## config.mk

```make
export PLATFORM = sky130hd
export DESIGN_NAME = sha256_top
export DESIGN_NICKNAME = d
export VERILOG_FILES = /design/src/hdl/sha256_pkg.sv /design/src/hdl/sha256_k_rom.sv /design/src/hdl/sha256_schedule.sv /design/src/hdl/sha256_compress.sv /design/src/hdl/sha256_ctrl.sv /design/src/hdl/sha256_top.sv
export VERILOG_INCLUDE_DIRS = /design/src /design/src/hdl
export SDC_FILE = /design/constraint.sdc
export NUM_CORES = 2
export LEC_CHECK = 0
export BUFFER_PORTS_ARGS = -buffer_cell sky130_fd_sc_hd__clkbuf_2
export CORE_MARGIN = 2
export CORE_UTILIZATION = 60
export CTS_CLUSTER_DIAMETER = 60
export CTS_CLUSTER_SIZE = 14
export DETAILED_ROUTE_END_ITERATION = 12
export PLACE_DENSITY = 0.78
export SLEW_MARGIN = 20
export SYNTH_ARGS = -nofsm -noshare
export SYNTH_HDL_FRONTEND = slang
export SYNTH_SLANG_ARGS = --single-unit
```

## constraint.sdc

```tcl
create_clock -name clk -period 7.8 [get_ports clk]
set_input_delay 0.78 -clock clk [delete_from_list [all_inputs] [get_ports clk]]
set_output_delay 0.78 -clock clk [all_outputs]
set_load 0.02 [all_outputs]
```

## src/hdl/sha256_cfg.svh

```systemverilog
`ifndef SHA256_CFG_SVH
`define SHA256_CFG_SVH

`define SHA_WORD_BITS   32
`define SHA_MSG_BITS    24
`define SHA_BLOCK_BITS  512
`define SHA_ROUNDS      64
`define SHA_OUT_CREDITS 2
`define SHA_IN_CREDITS  1

// initial hash words from the standard
`define SHA_H0 32'h6a09e667
`define SHA_H1 32'hbb67ae85
`define SHA_H2 32'h3c6ef372
`define SHA_H3 32'ha54ff53a
`define SHA_H4 32'h510e527f
`define SHA_H5 32'h9b05688c
`define SHA_H6 32'h1f83d9ab
`define SHA_H7 32'h5be0cd19

`endif

```

## src/hdl/sha256_pkg.sv

```systemverilog
`default_nettype none

`include "sha256_cfg.svh"

package sha256_pkg;

    typedef logic [`SHA_WORD_BITS-1:0]      word_t;
    typedef logic [`SHA_MSG_BITS-1:0]       msg_t;
    typedef logic [$clog2(`SHA_ROUNDS)-1:0] round_idx_t;

    // working variables, a is the most significant word
    typedef struct packed {
        word_t a;
        word_t b;
        word_t c;
        word_t d;
        word_t e;
        word_t f;
        word_t g;
        word_t h;
    } work_state_t;

    typedef enum logic [2:0] {
        IDLE,
        LOAD,
        ROUND,
        FINISH,
        SEND
    } ctrl_state_e;

    ////////////////////////////////////////////////////////////////////////////
    // bit functions
    ////////////////////////////////////////////////////////////////////////////

    function automatic word_t rotr(input word_t x, input int unsigned n);
        return (x >> n) | (x << (`SHA_WORD_BITS - n));
    endfunction

    function automatic word_t ch(input word_t x, input word_t y, input word_t z);
        return (x & y) ^ (~x & z);
    endfunction

    function automatic word_t maj(input word_t x, input word_t y, input word_t z);
        return (x & y) ^ (x & z) ^ (y & z);
    endfunction

    function automatic word_t big_sigma0(input word_t x);
        return rotr(x, 2) ^ rotr(x, 13) ^ rotr(x, 22);
    endfunction

    function automatic word_t big_sigma1(input word_t x);
        return rotr(x, 6) ^ rotr(x, 11) ^ rotr(x, 25);
    endfunction

    // schedule sigmas, the last term is a plain shift
    function automatic word_t small_sigma0(input word_t x);
        return rotr(x, 7) ^ rotr(x, 18) ^ (x >> 3);
    endfunction

    function automatic word_t small_sigma1(input word_t x);
        return rotr(x, 17) ^ rotr(x, 19) ^ (x >> 10);
    endfunction

endpackage

`default_nettype wire

```

## src/hdl/sha256_k_rom.sv

```systemverilog
`default_nettype none

`include "sha256_cfg.svh"

// round constants, first 32 bits of the fractional cube roots of the first 64 primes
module sha256_k_rom (
    input  sha256_pkg::round_idx_t i_idx,
    output sha256_pkg::word_t      o_k
);

    always_comb
    begin
        case (i_idx)
            6'd0:    o_k = 32'h428a2f98;
            6'd1:    o_k = 32'h71374491;
            6'd2:    o_k = 32'hb5c0fbcf;
            6'd3:    o_k = 32'he9b5dba5;
            6'd4:    o_k = 32'h3956c25b;
            6'd5:    o_k = 32'h59f111f1;
            6'd6:    o_k = 32'h923f82a4;
            6'd7:    o_k = 32'hab1c5ed5;
            6'd8:    o_k = 32'hd807aa98;
            6'd9:    o_k = 32'h12835b01;
            6'd10:   o_k = 32'h243185be;
            6'd11:   o_k = 32'h550c7dc3;
            6'd12:   o_k = 32'h72be5d74;
            6'd13:   o_k = 32'h80deb1fe;
            6'd14:   o_k = 32'h9bdc06a7;
            6'd15:   o_k = 32'hc19bf174;
            6'd16:   o_k = 32'he49b69c1;
            6'd17:   o_k = 32'hefbe4786;
            6'd18:   o_k = 32'h0fc19dc6;
            6'd19:   o_k = 32'h240ca1cc;
            6'd20:   o_k = 32'h2de92c6f;
            6'd21:   o_k = 32'h4a7484aa;
            6'd22:   o_k = 32'h5cb0a9dc;
            6'd23:   o_k = 32'h76f988da;
            6'd24:   o_k = 32'h983e5152;
            6'd25:   o_k = 32'ha831c66d;
            6'd26:   o_k = 32'hb00327c8;
            6'd27:   o_k = 32'hbf597fc7;
            6'd28:   o_k = 32'hc6e00bf3;
            6'd29:   o_k = 32'hd5a79147;
            6'd30:   o_k = 32'h06ca6351;
            6'd31:   o_k = 32'h14292967;
            6'd32:   o_k = 32'h27b70a85;
            6'd33:   o_k = 32'h2e1b2138;
            6'd34:   o_k = 32'h4d2c6dfc;
            6'd35:   o_k = 32'h53380d13;
            6'd36:   o_k = 32'h650a7354;
            6'd37:   o_k = 32'h766a0abb;
            6'd38:   o_k = 32'h81c2c92e;
            6'd39:   o_k = 32'h92722c85;
            6'd40:   o_k = 32'ha2bfe8a1;
            6'd41:   o_k = 32'ha81a664b;
            6'd42:   o_k = 32'hc24b8b70;
            6'd43:   o_k = 32'hc76c51a3;
            6'd44:   o_k = 32'hd192e819;
            6'd45:   o_k = 32'hd6990624;
            6'd46:   o_k = 32'hf40e3585;
            6'd47:   o_k = 32'h106aa070;
            6'd48:   o_k = 32'h19a4c116;
            6'd49:   o_k = 32'h1e376c08;
            6'd50:   o_k = 32'h2748774c;
            6'd51:   o_k = 32'h34b0bcb5;
            6'd52:   o_k = 32'h391c0cb3;
            6'd53:   o_k = 32'h4ed8aa4a;
            6'd54:   o_k = 32'h5b9cca4f;
            6'd55:   o_k = 32'h682e6ff3;
            6'd56:   o_k = 32'h748f82ee;
            6'd57:   o_k = 32'h78a5636f;
            6'd58:   o_k = 32'h84c87814;
            6'd59:   o_k = 32'h8cc70208;
            6'd60:   o_k = 32'h90befffa;
            6'd61:   o_k = 32'ha4506ceb;
            6'd62:   o_k = 32'hbef9a3f7;
            default: o_k = 32'hc67178f2; // round 63
        endcase
    end

endmodule

`default_nettype wire

```

## src/hdl/sha256_schedule.sv

```systemverilog
`default_nettype none

`include "sha256_cfg.svh"

module sha256_schedule (
    input  logic                clk,
    input  logic                rst,
    input  logic                i_load,
    input  sha256_pkg::msg_t    i_msg,
    input  logic                i_round_en,
    output sha256_pkg::word_t   o_w
);

    localparam int ZERO_BITS = `SHA_BLOCK_BITS - `SHA_MSG_BITS - 1 - 64;

    logic [`SHA_BLOCK_BITS-1:0] pad_block;
    sha256_pkg::word_t [0:15]   win;       // win[0] is the oldest word
    sha256_pkg::word_t          next_w;

    ////////////////////////////////////////////////////////////////////////////
    // single block padding
    ////////////////////////////////////////////////////////////////////////////

    // message, one marker bit, zero fill, 64-bit bit length
    assign pad_block = {i_msg, 1'b1, {ZERO_BITS{1'b0}}, 64'(`SHA_MSG_BITS)};

    ////////////////////////////////////////////////////////////////////////////
    // sliding window
    ////////////////////////////////////////////////////////////////////////////

    // w[t+16] from w[t], w[t+1], w[t+9] and w[t+14]
    assign next_w = sha256_pkg::small_sigma1(win[14]) + win[9]
                  + sha256_pkg::small_sigma0(win[1]) + win[0];

    always_ff @(posedge clk)
    begin
        if (rst)
        begin
            win <= '0;
        end
        else if (i_load)
        begin
            win <= pad_block;    // ascending range puts the first block word in win[0]
        end
        else if (i_round_en)
        begin
            win <= {win[1:15], next_w};
        end
    end

    assign o_w = win[0];

endmodule

`default_nettype wire

```

## src/hdl/sha256_compress.sv

```systemverilog
`default_nettype none

`include "sha256_cfg.svh"

module sha256_compress (
    input  logic                    clk,
    input  logic                    rst,
    input  logic                    i_load,
    input  logic                    i_round_en,
    input  logic                    i_finish,
    input  sha256_pkg::word_t       i_w,
    input  sha256_pkg::word_t       i_k,
    output sha256_pkg::work_state_t o_digest
);

    localparam sha256_pkg::work_state_t H_INIT = '{
        a: `SHA_H0, b: `SHA_H1, c: `SHA_H2, d: `SHA_H3,
        e: `SHA_H4, f: `SHA_H5, g: `SHA_H6, h: `SHA_H7
    };

    sha256_pkg::work_state_t st;
    sha256_pkg::work_state_t digest_q;
    sha256_pkg::word_t       t1;
    sha256_pkg::word_t       t2;

    // round temporaries
    always_comb
    begin
        t1 = st.h + sha256_pkg::big_sigma1(st.e) + sha256_pkg::ch(st.e, st.f, st.g)
           + i_k + i_w;
        t2 = sha256_pkg::big_sigma0(st.a) + sha256_pkg::maj(st.a, st.b, st.c);
    end

    always_ff @(posedge clk)
    begin
        if (i_load)
        begin
            st <= H_INIT;
        end
        else if (i_round_en)
        begin
            st <= '{a: t1 + t2, b: st.a, c: st.b, d: st.c,
                    e: st.d + t1, f: st.e, g: st.f, h: st.g};
        end
    end

    ////////////////////////////////////////////////////////////////////////////
    // final addition of the initial hash
    ////////////////////////////////////////////////////////////////////////////

    always_ff @(posedge clk)
    begin
        if (rst)
        begin
            digest_q <= '0;
        end
        else if (i_finish)
        begin
            digest_q.a <= st.a + H_INIT.a;
            digest_q.b <= st.b + H_INIT.b;
            digest_q.c <= st.c + H_INIT.c;
            digest_q.d <= st.d + H_INIT.d;
            digest_q.e <= st.e + H_INIT.e;
            digest_q.f <= st.f + H_INIT.f;
            digest_q.g <= st.g + H_INIT.g;
            digest_q.h <= st.h + H_INIT.h;
        end
    end

    assign o_digest = digest_q;

endmodule

`default_nettype wire

```

## src/hdl/sha256_ctrl.sv

```systemverilog
`default_nettype none

`include "sha256_cfg.svh"

module sha256_ctrl (
    input  logic                   clk,
    input  logic                   rst,
    input  logic                   i_msg_valid,
    input  sha256_pkg::msg_t       i_msg,
    input  logic                   i_digest_credit,
    output logic                   o_msg_credit,
    output logic                   o_load,
    output sha256_pkg::msg_t       o_block_msg,
    output logic                   o_round_en,
    output sha256_pkg::round_idx_t o_round_idx,
    output logic                   o_finish,
    output logic                   o_digest_valid
);

    localparam int CREDIT_BITS = $clog2(`SHA_OUT_CREDITS + 1);
    localparam logic [CREDIT_BITS-1:0] CREDIT_MAX = CREDIT_BITS'(`SHA_OUT_CREDITS);
    localparam sha256_pkg::round_idx_t LAST_ROUND = sha256_pkg::round_idx_t'(`SHA_ROUNDS - 1);

    sha256_pkg::ctrl_state_e state;
    sha256_pkg::round_idx_t  round_cnt;
    logic                    slot_full;
    sha256_pkg::msg_t        slot_msg;
    logic [CREDIT_BITS-1:0]  out_credits;

    ////////////////////////////////////////////////////////////////////////////
    // input slot
    ////////////////////////////////////////////////////////////////////////////

    always_ff @(posedge clk)
    begin
        if (rst)
            slot_full <= 1'b0;
        else if (i_msg_valid)
            slot_full <= 1'b1;
        else if (state == sha256_pkg::LOAD)
            slot_full <= 1'b0;    // message handed to the core
    end

    always_ff @(posedge clk)
    begin
        if (i_msg_valid)
            slot_msg <= i_msg;
    end

    // sequencer
    always_ff @(posedge clk)
    begin
        if (rst)
        begin
            state     <= sha256_pkg::IDLE;
            round_cnt <= '0;
        end
        else
        begin
            case (state)
                sha256_pkg::IDLE:   if (slot_full) state <= sha256_pkg::LOAD;
                sha256_pkg::LOAD:
                begin
                    state     <= sha256_pkg::ROUND;
                    round_cnt <= '0;
                end
                sha256_pkg::ROUND:
                begin
                    round_cnt <= round_cnt + 1'b1;
                    if (round_cnt == LAST_ROUND)
                        state <= sha256_pkg::FINISH;
                end
                sha256_pkg::FINISH: state <= sha256_pkg::SEND;
                sha256_pkg::SEND:   if (o_digest_valid) state <= sha256_pkg::IDLE;
                default:            state <= sha256_pkg::IDLE;
            endcase
        end
    end

    // output credits, saturating at the consumer depth
    always_ff @(posedge clk)
    begin
        if (rst)
            out_credits <= CREDIT_MAX;
        else if (i_digest_credit && !o_digest_valid && out_credits != CREDIT_MAX)
            out_credits <= out_credits + 1'b1;
        else if (o_digest_valid && !i_digest_credit)
            out_credits <= out_credits - 1'b1;
    end

    assign o_load         = (state == sha256_pkg::LOAD);
    assign o_msg_credit   = (state == sha256_pkg::LOAD);   // slot frees in this cycle
    assign o_block_msg    = slot_msg;
    assign o_round_en     = (state == sha256_pkg::ROUND);
    assign o_round_idx    = round_cnt;
    assign o_finish       = (state == sha256_pkg::FINISH);
    assign o_digest_valid = (state == sha256_pkg::SEND) && (out_credits != '0);

endmodule

`default_nettype wire

```

## src/hdl/sha256_top.sv

```systemverilog
`default_nettype none

`include "sha256_cfg.svh"

module sha256_top (
    input  logic                    clk,
    input  logic                    rst,
    input  logic                    i_msg_valid,
    input  sha256_pkg::msg_t        i_msg,
    output logic                    o_msg_credit,
    output logic                    o_digest_valid,
    output sha256_pkg::work_state_t o_digest,
    input  logic                    i_digest_credit
);

    logic                   load;
    logic                   round_en;
    logic                   finish;
    sha256_pkg::msg_t       block_msg;
    sha256_pkg::round_idx_t round_idx;
    sha256_pkg::word_t      k;
    sha256_pkg::word_t      w;

    sha256_ctrl ctrl_i (
        .clk             (clk),
        .rst             (rst),
        .i_msg_valid     (i_msg_valid),
        .i_msg           (i_msg),
        .i_digest_credit (i_digest_credit),
        .o_msg_credit    (o_msg_credit),
        .o_load          (load),
        .o_block_msg     (block_msg),
        .o_round_en      (round_en),
        .o_round_idx     (round_idx),
        .o_finish        (finish),
        .o_digest_valid  (o_digest_valid)
    );

    sha256_k_rom k_rom_i (.i_idx(round_idx), .o_k(k));

    sha256_schedule schedule_i (
        .clk        (clk),
        .rst        (rst),
        .i_load     (load),
        .i_msg      (block_msg),
        .i_round_en (round_en),
        .o_w        (w)
    );

    sha256_compress compress_i (
        .clk        (clk),
        .rst        (rst),
        .i_load     (load),
        .i_round_en (round_en),
        .i_finish   (finish),
        .i_w        (w),
        .i_k        (k),
        .o_digest   (o_digest)
    );

endmodule

`default_nettype wire

```

==> results.yml <==
status:
  outcome: "completed"
yosys:
  synth_area_per_cell_um2: 8.08
  syn_area_um2: 57100
  synthMuxAreaShare_pct: 0.583
  synth_xor_area_share_pct: 8.37
  synthCells: 7063
  yosysSeqAreaShare_pct: 38.7
  synth_edf_count: 24
  synth-simple-area-share_pct: 17.3
  synth.distinct_cells: 103
  synth_nets: 7427
  ys_warn_count: 0
  synth_top_family_by_area: "compound AO/OA/AOI/OAI gates"
  async_flop_share_pct: 0
  synth-compound-area-share_pct: 19.2
  ys_ff_latch: 1092
  synthFlopType: "dfxtp_1"
  synth-adder-area-share_pct: 10.0
route:
  wire_per_inst_um: 24.1
  wl_met3_mm: 14.6
  drtAntennaViolNets: 0
  route.layer.met1.wl_mm: 73.9
  dr_total_vias: 50300
  route.detailed.drc: 0
  drtIter0Drc: 5125
  wirelength_mm: 201
  via_per_inst: 6.04
  first_pass_iters: 6
  top_layer_used: "met5"
  met2_length_mm: 94.9
final_layout:
  layout_commonest_cell: "nand2_1"
  area_growth_pct: 9.07
  fin_util_pct: 65.8
  antenna_cells: 0
  num-nets-final: 7390
  drive_gt1_share_pct: 9.02
  final_cell_mix: "nand2_1 (1624), dfxtp_1 (1067), a21oi_1 (857)"
floorplan:
  ioPinCount: 286
  fp.dieH_um: 312
  dieArea_um2: 97600
  start_util_pct: 60.3
  die_x_um: 312
  rows: 113
  coreArea_um2: 94600
global_route:
  grt_pass1_wl_mm: 297
  globalRouteTotalUtil_pct: 40.2
  antenna_found_initial: 5
  grt_max_degree: 220
  grt_pass1_vias: 47600
  grt-ovfl-total: 0
clocking:
  cts_tree: "built"
  cts_made_buffers: 102
  cts-root-buf: "clkbuf_16"
  clock_sinks: 1092
  cts_hold_buf: 0
  clk_pin_slew_ns: 0.07
  clock_path_buffers: 3
  clk_latency_ns: 0.73
  htreeDepth: 3
worst_setup_path:
  crit_buf_inv: 4
  slowest_delay_ns: 0.55
  reg2reg_slack_ns: 0.32
  criticalPathCategory: "flop to flop"
  reg2reg_depth: 30
  critPathMaxFanout: 7
  crit_required_ns: 8.39
  crit_path_top_delay_cell: "fa_1"
  worstSetupStartpointType: "flop"
  cp-end-kind: "flop"
  arrival_ns: 8.07
  rr_startpoint: "compress_i.st[70]$_SDFFE_PP0N_"
  path_delay_family: "adder cells"
  r2r-end: "compress_i.st[255]$_SDFFE_PP0N_"
placed_design:
  pre_cts_ws_ns: 0.344
  port_buffers: 285
  place.gp.congestion: 1.03
  hpwl_mm: 148
sta:
  fin_skew_ns: 0.0528
  timing.fmax_mhz: 134
  setup_slack_ns: 0.320
  worst_slew_pin_slew_ns: 1.18
  fin_crit_ns: 7.48
  timing.final.crit_share_pct: 95.9
  timing.slew.headroom_pct: 21.1
  whs_ns: 0.224
  maxSlewViolCount: 0
  final-setup-viol-count: 0
  hold_violations: 0
min_path:
  min_to: "ctrl_i.o_block_msg[0]$_DFFE_PP_"
  min_path_type: "input port to flop"
  holdCritStartpoint: "i_msg[0]"
  hold_depth: 1
flow_run:
  cap_violations: 0
## metrics by stage
stage	setup TNS (ns)	instance area, µm²	cells
floorplan	0	57100	7063
global placement	0	59100	8186
detailed placement	0	59100	8186
CTS	0	62200	8337
global route	-0.0102	62300	8338
finish	0	62300	8338
## kinds of logic after synthesis
group | after synthesis
fa+ha+maj | 346
mux | 32
simple gates | 2408
compound gates | 1777
flops | 1092
buf+inv | 864
xor+xnor | 544
## synthesized netlist by cell type (19+ instances only)
cell type  instances  share of area, %
mux2i_1           22              0.39
a22o_1            81               1.2
buf_1             30              0.20
o21a_1            22              0.29
nand3_1          146               1.3
or3_1             35              0.38
fa_1             187               6.6
nand4_1           19              0.21
a21o_1            90               1.2
a22oi_1           34              0.45
o21bai_1          22              0.29
nor2_1           365               2.4
buf_2             32              0.28
ha_1             149               3.3
nor2b_1           25              0.27
xor2_1           160               2.5
a31oi_1           36              0.39
dfxtp_1         1068                37
clkbuf_1         493               3.2
nand2b_1          33              0.36
nand2_1         1630                11
a311oi_1          37              0.57
o211ai_1          45              0.59
a211oi_1         129               1.7
nor3_1            62              0.54
edfxtp_1          24               1.3
a21oi_1          859               7.5
inv_1            300               2.0
o21ai_0          214               1.9
and3_1            33              0.36
xnor2_1          383               5.9
o21ai_1           34              0.30
## cell type report
| class | instances | area (µm²) |
|---|---|---|
| clock inverter | 34 | 480 |
| clock buffer | 117 | 2660 |
| sequential | 1092 | 22100 |
| timing repair buffer | 418 | 2500 |
| tap | 1265 | 1580 |
| multi-input combinational | 5107 | 31800 |
| inverter | 305 | 1140 |
| fill | 7965 | 32300 |
## worst max path at each step
stage / startpoint / end / slack (ns) / cells past startpoint
after floorplan: compress_i.st[104]$_SDFFE_PP0N_ / compress_i.st[255]$_SDFFE_PP0N_ / 0.77 / 35
after global placement: compress_i.st[97]$_SDFFE_PP1N_ / compress_i.st[255]$_SDFFE_PP0N_ / 0.40 / 33
after detailed placement: compress_i.st[97]$_SDFFE_PP1N_ / compress_i.st[255]$_SDFFE_PP0N_ / 0.34 / 33
after CTS: compress_i.st[97]$_SDFFE_PP1N_ / compress_i.st[255]$_SDFFE_PP0N_ / 0.31 / 33
after global routing: compress_i.st[40]$_SDFFE_PP1N_ / compress_i.st[255]$_SDFFE_PP0N_ / -0.01 / 34
final: compress_i.st[70]$_SDFFE_PP0N_ / compress_i.st[255]$_SDFFE_PP0N_ / 0.32 / 30
## registers in the layout, summed over array words and instances, names as in the netlist, 3 cells and up
signal and count:
compress_i.o_digest 256, compress_i.st 256, ctrl_i.o_block_msg 24, ctrl_i.o_round_idx 6, ctrl_i.state 3, k_rom_i.o_k 32
schedule_i.o_w 32, schedule_i.win 480
## routing by layer
metal / global-route usage [%] / up-vias
met5: 0 / -
li1: - / 23500
met4: 29.8 / 4
met2: 66.4 / 2169
met1: 46.9 / 24000
met3: 7.03 / 617
## what timing repair did
action,in CTS,in global routing
endpoints found under the setup margin,0,5
buffers inserted,0,1
resized for setup,0,7
Power is not shown: default switching activity piles up to over one toggle a cycle in this logic, so the estimate is an artifact.
